File: src/logic/matrix_cfg_pkg.sv
package matrix_cfg_pkg;

    // Matrix geometry
    localparam int MAT_DIM     = 4;
    localparam int BLOCK_WORDS = MAT_DIM * MAT_DIM;
    localparam int IDX_WIDTH   = $clog2(MAT_DIM);

    // RAM layout, one fixed block per slot
    localparam int NUM_SLOTS   = 8;
    localparam int ADDR_WIDTH  = 7;
    localparam int DATA_WIDTH  = 16;
    localparam int SCALAR_SLOT = 7;
    localparam int RESULT_SLOT = 6;

    // Result buffering
    localparam int FIFO_DEPTH     = 8;
    localparam int FIFO_PTR_WIDTH = $clog2(FIFO_DEPTH);

    typedef logic [$clog2(NUM_SLOTS)-1:0] slot_id_t;
    typedef logic [ADDR_WIDTH-1:0]        ram_addr_t;
    typedef logic [DATA_WIDTH-1:0]        elem_t;
    typedef logic [IDX_WIDTH-1:0]         idx_t;

endpackage

File: src/logic/matrix_cmd_pkg.sv
package matrix_cmd_pkg;

    // -------------------------------------------------------------------------
    // Operation codes
    // -------------------------------------------------------------------------

    typedef enum logic [1:0] {
        CALC_ADD        = 2'd0,
        CALC_TRANSPOSE  = 2'd1,
        CALC_SCALAR_MUL = 2'd2
    } calc_type_t;

    // -------------------------------------------------------------------------
    // Command and write traffic
    // -------------------------------------------------------------------------

    // One command as issued by the host
    typedef struct packed {
        calc_type_t              op;
        matrix_cfg_pkg::slot_id_t src_a;
        // Only read by element-wise add
        matrix_cfg_pkg::slot_id_t src_b;
        matrix_cfg_pkg::elem_t    scalar;
    } exec_cmd_t;

    // One word headed for storage
    typedef struct packed {
        matrix_cfg_pkg::slot_id_t matrix_id;
        matrix_cfg_pkg::elem_t    data;
        // Final word of its block
        logic                     last;
    } write_item_t;

endpackage

File: src/logic/op_sequencer.sv
`timescale 1ns/1ps

module op_sequencer (
    input  logic                      clk,
    input  logic                      rst_n,
    input  logic                      start,
    input  matrix_cmd_pkg::exec_cmd_t cmd,
    output logic                      launch,
    output matrix_cmd_pkg::exec_cmd_t cmd_q,
    input  logic                      issue_done,
    input  logic                      block_done,
    output logic                      busy,
    output logic                      done
);

    // Running lasts until the engine has pushed its last item.
    // Finishing waits for that block to land in storage.
    typedef enum logic [1:0] {
        ST_IDLE,
        ST_RUNNING,
        ST_FINISHING
    } state_t;

    state_t state;

    // -------------------------------------------------------------------------
    // Control FSM
    // -------------------------------------------------------------------------

    always_ff @(posedge clk or negedge rst_n) begin
        if (!rst_n) begin
            state  <= ST_IDLE;
            launch <= 1'b0;
            done   <= 1'b0;
        end else begin
            launch <= 1'b0;
            done   <= 1'b0;

            case (state)
                ST_IDLE: begin
                    if (start) begin
                        launch <= 1'b1;
                        state  <= ST_RUNNING;
                    end
                end

                // Staging block_done of scalar multiply passes here unseen
                ST_RUNNING: begin
                    if (issue_done) begin
                        state <= ST_FINISHING;
                    end
                end

                ST_FINISHING: begin
                    if (block_done) begin
                        done  <= 1'b1;
                        state <= ST_IDLE;
                    end
                end

                default: begin
                    state <= ST_IDLE;
                end
            endcase
        end
    end

    // Command held stable for the engine until the next idle start
    always_ff @(posedge clk) begin
        if ((state == ST_IDLE) && start) begin
            cmd_q <= cmd;
        end
    end

    assign busy = (state != ST_IDLE);

endmodule

File: src/logic/element_engine.sv
`timescale 1ns/1ps

module element_engine (
    input  logic                        clk,
    input  logic                        rst_n,
    input  logic                        launch,
    input  matrix_cmd_pkg::exec_cmd_t   cmd_q,
    output matrix_cfg_pkg::ram_addr_t   read_addr,
    input  matrix_cfg_pkg::elem_t       read_data,
    output logic                        push,
    output matrix_cmd_pkg::write_item_t item,
    input  logic                        full,
    input  logic                        block_done,
    output logic                        issue_done
);

    import matrix_cfg_pkg::*;
    import matrix_cmd_pkg::*;

    typedef enum logic [3:0] {
        ST_IDLE,
        ST_STAGE_PUSH,
        ST_STAGE_WAIT,
        ST_SCALAR_RD,
        ST_SCALAR_CAP,
        ST_RD_A,
        ST_RD_B,
        ST_CALC,
        ST_PUSH
    } state_t;

    state_t state;

    // Output element position
    idx_t  row;
    idx_t  col;
    logic  last_elem;

    elem_t a_q;
    elem_t scalar_q;
    elem_t res_q;
    logic [2*DATA_WIDTH-1:0] product;

    // Offset of the source word inside its block
    ram_addr_t src_off;

    function automatic ram_addr_t slot_base(input slot_id_t slot);
        return ram_addr_t'(slot * BLOCK_WORDS);
    endfunction

    // -------------------------------------------------------------------------
    // Read addressing
    // -------------------------------------------------------------------------

    always_comb begin
        if (cmd_q.op == CALC_TRANSPOSE) begin
            src_off = ram_addr_t'(col * MAT_DIM + row);
        end else begin
            src_off = ram_addr_t'(row * MAT_DIM + col);
        end
    end

    always_comb begin
        case (state)
            ST_SCALAR_RD: read_addr = slot_base(slot_id_t'(SCALAR_SLOT));
            ST_RD_B:      read_addr = slot_base(cmd_q.src_b) + src_off;
            default:      read_addr = slot_base(cmd_q.src_a) + src_off;
        endcase
    end

    // -------------------------------------------------------------------------
    // Sequencing
    // -------------------------------------------------------------------------

    assign last_elem = (row == idx_t'(MAT_DIM - 1)) && (col == idx_t'(MAT_DIM - 1));

    always_ff @(posedge clk or negedge rst_n) begin
        if (!rst_n) begin
            state <= ST_IDLE;
            row   <= '0;
            col   <= '0;
        end else begin
            case (state)
                ST_IDLE: begin
                    if (launch) begin
                        row <= '0;
                        col <= '0;
                        if (cmd_q.op == CALC_SCALAR_MUL) begin
                            state <= ST_STAGE_PUSH;
                        end else begin
                            state <= ST_RD_A;
                        end
                    end
                end
                ST_STAGE_PUSH: begin
                    if (!full) begin
                        state <= ST_STAGE_WAIT;
                    end
                end
                // Scalar must be in storage before it is read back
                ST_STAGE_WAIT: begin
                    if (block_done) begin
                        state <= ST_SCALAR_RD;
                    end
                end
                ST_SCALAR_RD:  state <= ST_SCALAR_CAP;
                ST_SCALAR_CAP: state <= ST_RD_A;
                ST_RD_A: begin
                    if (cmd_q.op == CALC_ADD) begin
                        state <= ST_RD_B;
                    end else begin
                        state <= ST_CALC;
                    end
                end
                ST_RD_B: state <= ST_CALC;
                ST_CALC: state <= ST_PUSH;
                ST_PUSH: begin
                    if (!full) begin
                        if (last_elem) begin
                            state <= ST_IDLE;
                        end else begin
                            state <= ST_RD_A;
                            if (col == idx_t'(MAT_DIM - 1)) begin
                                col <= '0;
                                row <= row + 1'b1;
                            end else begin
                                col <= col + 1'b1;
                            end
                        end
                    end
                end
                default: state <= ST_IDLE;
            endcase
        end
    end

    // -------------------------------------------------------------------------
    // Arithmetic
    // -------------------------------------------------------------------------

    // Full product of which only the low word is kept
    assign product = read_data * scalar_q;

    always_ff @(posedge clk) begin
        case (state)
            ST_SCALAR_CAP: scalar_q <= read_data;
            ST_RD_B:       a_q      <= read_data;
            ST_CALC: begin
                case (cmd_q.op)
                    CALC_ADD:        res_q <= a_q + read_data;
                    CALC_SCALAR_MUL: res_q <= product[DATA_WIDTH-1:0];
                    default:         res_q <= read_data;
                endcase
            end
            default: ;
        endcase
    end

    assign push       = ((state == ST_STAGE_PUSH) || (state == ST_PUSH)) && !full;
    assign issue_done = (state == ST_PUSH) && !full && last_elem;

    always_comb begin
        if (state == ST_STAGE_PUSH) begin
            item.matrix_id = slot_id_t'(SCALAR_SLOT);
            item.data      = cmd_q.scalar;
            item.last      = 1'b1;
        end else begin
            item.matrix_id = slot_id_t'(RESULT_SLOT);
            item.data      = res_q;
            item.last      = last_elem;
        end
    end

endmodule

File: src/logic/result_fifo.sv
`timescale 1ns/1ps

module result_fifo (
    input  logic                        clk,
    input  logic                        rst_n,
    input  logic                        push,
    input  matrix_cmd_pkg::write_item_t wr_item,
    output logic                        full,
    input  logic                        pop,
    output matrix_cmd_pkg::write_item_t rd_item,
    output logic                        empty
);

    import matrix_cfg_pkg::*;
    import matrix_cmd_pkg::*;

    write_item_t mem [FIFO_DEPTH];

    logic [FIFO_PTR_WIDTH-1:0] wr_ptr;
    logic [FIFO_PTR_WIDTH-1:0] rd_ptr;
    logic [FIFO_PTR_WIDTH:0]   count;
    logic                      do_push;
    logic                      do_pop;

    function automatic logic [FIFO_PTR_WIDTH-1:0] ptr_next(
        input logic [FIFO_PTR_WIDTH-1:0] ptr
    );
        if (ptr == FIFO_PTR_WIDTH'(FIFO_DEPTH - 1)) begin
            return '0;
        end
        return ptr + 1'b1;
    endfunction

    assign full    = (count == (FIFO_PTR_WIDTH + 1)'(FIFO_DEPTH));
    assign empty   = (count == '0);
    assign do_push = push && !full;
    assign do_pop  = pop && !empty;
    assign rd_item = mem[rd_ptr];

    always_ff @(posedge clk or negedge rst_n) begin
        if (!rst_n) begin
            wr_ptr <= '0;
            rd_ptr <= '0;
            count  <= '0;
        end else begin
            if (do_push) begin
                wr_ptr <= ptr_next(wr_ptr);
            end
            if (do_pop) begin
                rd_ptr <= ptr_next(rd_ptr);
            end
            // Simultaneous push and pop leaves the level alone
            case ({do_push, do_pop})
                2'b10:   count <= count + 1'b1;
                2'b01:   count <= count - 1'b1;
                default: ;
            endcase
        end
    end

    always_ff @(posedge clk) begin
        if (do_push) begin
            mem[wr_ptr] <= wr_item;
        end
    end

endmodule

File: src/logic/block_writer.sv
`timescale 1ns/1ps

module block_writer (
    input  logic                        clk,
    input  logic                        rst_n,
    input  matrix_cmd_pkg::write_item_t rd_item,
    input  logic                        empty,
    output logic                        pop,
    output logic                        write_request,
    output matrix_cfg_pkg::slot_id_t    write_matrix_id,
    output matrix_cfg_pkg::elem_t       write_data,
    output logic                        write_data_valid,
    input  logic                        writer_ready,
    input  logic                        write_done,
    output logic                        block_done
);

    typedef enum logic [1:0] {
        ST_IDLE,
        ST_REQUEST,
        ST_STREAM,
        ST_WAIT_DONE
    } state_t;

    state_t state;

    // A word moves when storage is ready and the FIFO has one
    logic beat;

    assign beat             = (state == ST_STREAM) && writer_ready && !empty;
    assign pop              = beat;
    assign write_data_valid = beat;
    assign write_data       = rd_item.data;
    assign write_request    = (state == ST_REQUEST);

    // -------------------------------------------------------------------------
    // Storage handshake
    // -------------------------------------------------------------------------

    always_ff @(posedge clk or negedge rst_n) begin
        if (!rst_n) begin
            state      <= ST_IDLE;
            block_done <= 1'b0;
        end else begin
            block_done <= 1'b0;

            case (state)
                // First item of a block opens the request
                ST_IDLE: begin
                    if (!empty) begin
                        state <= ST_REQUEST;
                    end
                end

                ST_REQUEST: begin
                    if (writer_ready) begin
                        state <= ST_STREAM;
                    end
                end

                ST_STREAM: begin
                    if (beat && rd_item.last) begin
                        state <= ST_WAIT_DONE;
                    end
                end

                ST_WAIT_DONE: begin
                    if (write_done) begin
                        block_done <= 1'b1;
                        state      <= ST_IDLE;
                    end
                end

                default: begin
                    state <= ST_IDLE;
                end
            endcase
        end
    end

    // Slot id stays put for the whole block
    always_ff @(posedge clk) begin
        if ((state == ST_IDLE) && !empty) begin
            write_matrix_id <= rd_item.matrix_id;
        end
    end

endmodule

File: src/logic/matrix_exec_top.sv
`timescale 1ns/1ps

module matrix_exec_top (
    input  logic                      clk,
    input  logic                      rst_n,
    input  logic                      start,
    input  matrix_cmd_pkg::exec_cmd_t cmd,
    output logic                      busy,
    output logic                      done,
    output matrix_cfg_pkg::ram_addr_t read_addr,
    input  matrix_cfg_pkg::elem_t     read_data,
    output logic                      write_request,
    output matrix_cfg_pkg::slot_id_t  write_matrix_id,
    output matrix_cfg_pkg::elem_t     write_data,
    output logic                      write_data_valid,
    input  logic                      writer_ready,
    input  logic                      write_done
);

    import matrix_cmd_pkg::*;

    exec_cmd_t   cmd_q;
    logic        launch;
    logic        issue_done;
    logic        block_done;

    // Engine to FIFO to writer
    write_item_t push_item;
    write_item_t pop_item;
    logic        push;
    logic        full;
    logic        pop;
    logic        empty;

    op_sequencer u_seq (
        .clk        (clk),
        .rst_n      (rst_n),
        .start      (start),
        .cmd        (cmd),
        .launch     (launch),
        .cmd_q      (cmd_q),
        .issue_done (issue_done),
        .block_done (block_done),
        .busy       (busy),
        .done       (done)
    );

    element_engine u_engine (
        .clk        (clk),
        .rst_n      (rst_n),
        .launch     (launch),
        .cmd_q      (cmd_q),
        .read_addr  (read_addr),
        .read_data  (read_data),
        .push       (push),
        .item       (push_item),
        .full       (full),
        .block_done (block_done),
        .issue_done (issue_done)
    );

    result_fifo u_fifo (
        .clk     (clk),
        .rst_n   (rst_n),
        .push    (push),
        .wr_item (push_item),
        .full    (full),
        .pop     (pop),
        .rd_item (pop_item),
        .empty   (empty)
    );

    block_writer u_writer (
        .clk              (clk),
        .rst_n            (rst_n),
        .rd_item          (pop_item),
        .empty            (empty),
        .pop              (pop),
        .write_request    (write_request),
        .write_matrix_id  (write_matrix_id),
        .write_data       (write_data),
        .write_data_valid (write_data_valid),
        .writer_ready     (writer_ready),
        .write_done       (write_done),
        .block_done       (block_done)
    );

endmodule

File: config.mk
export PLATFORM = sky130hd
export DESIGN_NAME = matrix_exec_top
export DESIGN_NICKNAME = d
export VERILOG_FILES = /design/src/logic/matrix_cfg_pkg.sv /design/src/logic/matrix_cmd_pkg.sv /design/src/logic/op_sequencer.sv /design/src/logic/element_engine.sv /design/src/logic/result_fifo.sv /design/src/logic/block_writer.sv /design/src/logic/matrix_exec_top.sv
export SDC_FILE = /design/constraint.sdc
export NUM_CORES = 1
export LEC_CHECK = 0
export BUFFER_PORTS_ARGS = -buffer_cell sky130_fd_sc_hd__buf_2
export CAP_MARGIN = 20
export CORE_ASPECT_RATIO = 0.75
export CORE_MARGIN = 1
export CORE_UTILIZATION = 35
export CTS_BUF_LIST = sky130_fd_sc_hd__clkbuf_4 sky130_fd_sc_hd__clkbuf_8 sky130_fd_sc_hd__clkbuf_16
export CTS_CLUSTER_SIZE = 24
export DETAILED_ROUTE_END_ITERATION = 10
export GPL_TIMING_DRIVEN = 0
export SKIP_LAST_GASP = 1
export SYNTH_ARGS = -nofsm -noshare
export SYNTH_HDL_FRONTEND = slang
export SYNTH_HIERARCHICAL = 1
export SYNTH_SLANG_ARGS = --single-unit
File: constraint.sdc
create_clock -name clk -period 13.75 [get_ports clk]
set_input_delay 2.75 -clock clk [delete_from_list [all_inputs] [get_ports clk]]
set_output_delay 2.75 -clock clk [all_outputs]
set_load 0.03 [all_outputs]
==> qor.yml <==
floorplan:
  dieArea_um2: 45000
  fp.dieH_um: 184
  ioPinCount: 75
  die_w_um: 245
  core_um2: 43400
  initial_core_util_pct: 35.6
  rows: 66
setup_path:
  required_ns: 14.03
  r2r_slack_ns: 7.44
  crit_top_cell: "fa_1"
  worst_r2r_endpoint: "u_engine/res_q[13]"
  arrival_ns: 8.51
  timing.rr.start: "u_engine/scalar_q[2]"
  startpoint_type: "input pin"
  path_delay_family: "adder cells"
  slowest_stage: "clkbuf_1"
  cp_max_fo: 11
  path_buf_inv: 4
  crit_chain: "buf_2, clkbuf_1, and2_1, fa_1, fa_1, ha_1, fa_1, inv_1, fa_1, fa_1, inv_1, ha_1, or3_1, o21ai_0, a211oi_1, nor3_1, xnor2_1, mux2_2, mux2_2"
  max_stage_delay_ns: 0.54
  cp_num_cells: 19
  cp-end-kind: "flop"
  r2r_cells: 18
  setup.worst_path.class: "in2reg"
sta:
  tightest_slew_ns: 0.944
  rsz0062_at_grt: "false"
  slew_headroom_pct: 36.9
  fin_tns_setup_ns: 0
  fin_crit_sh_pct: 59.9
  setup_violations: 0
  period_needed_ns: 8.24
  hold_viol: 0
  fmax_mhz: 121
  fin_ws_ns: 5.51
  slew_viol_final: 0
  clock_skew_ns: 0.0228
route:
  via_per_inst: 4.93
  wl_per_cell_um: 19.1
  vias: 9170
  drc: 0
  ant_nets: 0
  routed_wl_mm: 35.5
  drtPass1Iterations: 5
  dr.first_iter.drc_count: 670
grt:
  busiest_layer: "met1"
  grt_pass1_wl_mm: 54.6
  met3_usage_pct: 2.23
  grt_use_met1_pct: 24.9
  use_met2_pct: 24.0
  grt_max_degree: 26
  overflow: 0
  antenna_found_initial: 1
  grt_usage_pct: 16.1
  first_global_vias: 9183
cells_and_area:
  fill_cells: 4128
  post-route-util_pct: 40.6
  fin_area_um2: 17700
  synthToLayoutAreaGrowth_pct: 14.2
  drive_gt1_share_pct: 19.1
  fin_nets: 1469
  diodes: 0
synthesis:
  synth_area_leader_cell: "edfxtp_1"
  synth_top_cell_area_share_pct: 45.7
  synth_mux_area_share_pct: 11.2
  syn_inst: 1146
  synth_warnings: 6
  yosysUniqueCellTypes: 68
  avgSynthCellArea_um2: 13.5
  synth_compound_area_share_pct: 4.36
  yosys-top-cells-area: "edfxtp_1, fa_1, ha_1, mux4_1, dfrtp_1"
  synth_area_um2: 15500
  synthAdderAreaFrac_pct: 16.9
  synthFlopType: "edfxtp_1"
  synth_edf_count: 235
  synth-xor-area-share_pct: 3.15
  synth-seq-area-share_pct: 49.7
  ys_async_sr_fraction_pct: 9.62
  ys_ff_latch: 260
  synth_simple_gate_area_share_pct: 9.34
  synth_top_family_by_area: "adder cells"
clocking:
  ctsHtreeMaxLevel: 1
  clk_pin_slew_ns: 0.07
  cts_hold_buffers: 0
  tritoncts: "yes"
  worstSkewPairLatency_ns: 0.54
  numCtsBuffers: 25
  cts_root_buffer: "clkbuf_16"
  cts_resized: 0
  clock-sinks: 260
  post_cts_buffers: 0
  clk_path_buf_depth: 3
placed_design:
  dp.final_hpwl_mm: 26.1
  placed_area_um2: 16800
  pre_cts_ws_ns: 5.00
  gp_congestion: 0.837
  io_buffer_count: 74
run:
  maxCapViolCount: 0
hold_path:
  hold-path-endpoint: "u_seq/state[0]"
  min-delay-start: "u_seq/state[1]"
  min_path_cells: 1
  hold_class: "reg2reg"
status:
  outcome: "complete, no violations"
worst max-delay path by stage:
stage | end | start | slack [ns]
2_1_floorplan | u_engine/res_q[13] | read_data[2] | 5.95
3_3_place_gp | u_engine/res_q[13] | read_data[1] | 5.04
3_5_place_dp | u_engine/res_q[13] | read_data[2] | 5.00
4_1_cts | u_engine/res_q[13] | read_data[2] | 5.55
5_1_grt | u_engine/res_q[13] | read_data[2] | 5.23
6_report | u_engine/res_q[13] | read_data[1] | 5.51
Yosys cell counts (3+ instances only):
cell,instances
buf_1,3
clkbuf_1,29
dfrtp_1,25
buf_2,3
a31oi_1,4
nand2_1,104
mux4_2,6
buf_6,5
nor3_1,18
fa_1,82
buf_4,19
ha_1,77
edfxtp_1,235
xor2_1,11
mux4_1,34
a211oi_1,4
mux2i_1,13
nor2b_1,11
and3_1,3
inv_1,129
nand2b_1,9
o21ai_0,21
or3_1,5
a21oi_1,28
o21a_1,5
nand3_1,9
xnor2_1,42
o21ai_1,5
mux2_2,46
nor4_1,3
and2_1,73
o21bai_1,3
nor3b_1,4
nor2_1,26
a21o_1,6
mux2_4,4
through the flow:
stage	hold WS [ns]	cells
final	0.473	1861
after floorplan	0.436	1147
after global placement	0.451	1799
after CTS	0.479	1861
after global routing	0.501	1861
after detailed placement	0.465	1816
kinds of logic after synthesis:
kind of cell	after synthesis
adders and majority gates	159
muxes	103
AOI/OAI and AO/OA	99
buffers and inverters	189
DFF	260
other	1
xor gates and xnor gates	54
and+or+nand+nor	281
layer usage:
layer | wire (um) | part of all wire (%)
met3 | 1750 | 4.9
met5 | 0 | 0
met1 | 17800 | 50
met2 | 15400 | 44
met4 | 519 | 1.5
layout make-up:
| type | count | area [um2] | area share (%) |
|---|---|---|---|
| buffer | 60 | 339 | 1.92 |
| clock buffer | 30 | 669 | 3.79 |
| clock inverter | 15 | 163 | 0.921 |
| inverter | 129 | 484 | 2.74 |
| multi-input combinational | 698 | 7000 | 39.7 |
| sequential | 260 | 7680 | 43.5 |
| tap | 578 | 723 | 4.10 |
| timing repair buffer | 91 | 592 | 3.35 |
registers in the layout, indices dropped and copies added, names as in the netlist, 4 cells and up:
name,cells
u_fifo/mem,160
u_engine/res_q,16
u_seq/cmd_q,24
u_fifo/count,4
u_engine/scalar_q,16
u_engine/state,4
u_engine/a_q,16
placed cells by master, fill, tap and decap left out, types with 5 or more instances in the layout:
cell | netlist | layout
nor3_1 | 18 | 13
xnor2_1 | 42 | 42
o21a_1 | 5 | 5
nor3_2 | 0 | 5
xor2_1 | 11 | 11
nor2_1 | 26 | 22
buf_2 | 3 | 77
fa_1 | 82 | 82
ha_1 | 77 | 77
mux4_2 | 6 | 6
and2_1 | 73 | 73
clkbuf_1 | 29 | 29
nand3_1 | 9 | 9
or3_1 | 5 | 5
inv_1 | 129 | 129
buf_6 | 5 | 12
clkinv_2 | 0 | 7
dfrtp_1 | 25 | 25
nand2_1 | 104 | 104
a21oi_1 | 28 | 28
mux2i_1 | 13 | 13
o21ai_1 | 5 | 5
a21o_1 | 6 | 6
nand2b_1 | 9 | 9
clkbuf_16 | 0 | 25
nor2b_1 | 11 | 11
edfxtp_1 | 235 | 235
buf_4 | 19 | 25
mux4_1 | 34 | 34
o21ai_0 | 21 | 21
mux2_2 | 46 | 46
Power is not shown: default switching activity piles up to over one toggle a cycle in this logic, so the estimate is an artifact.
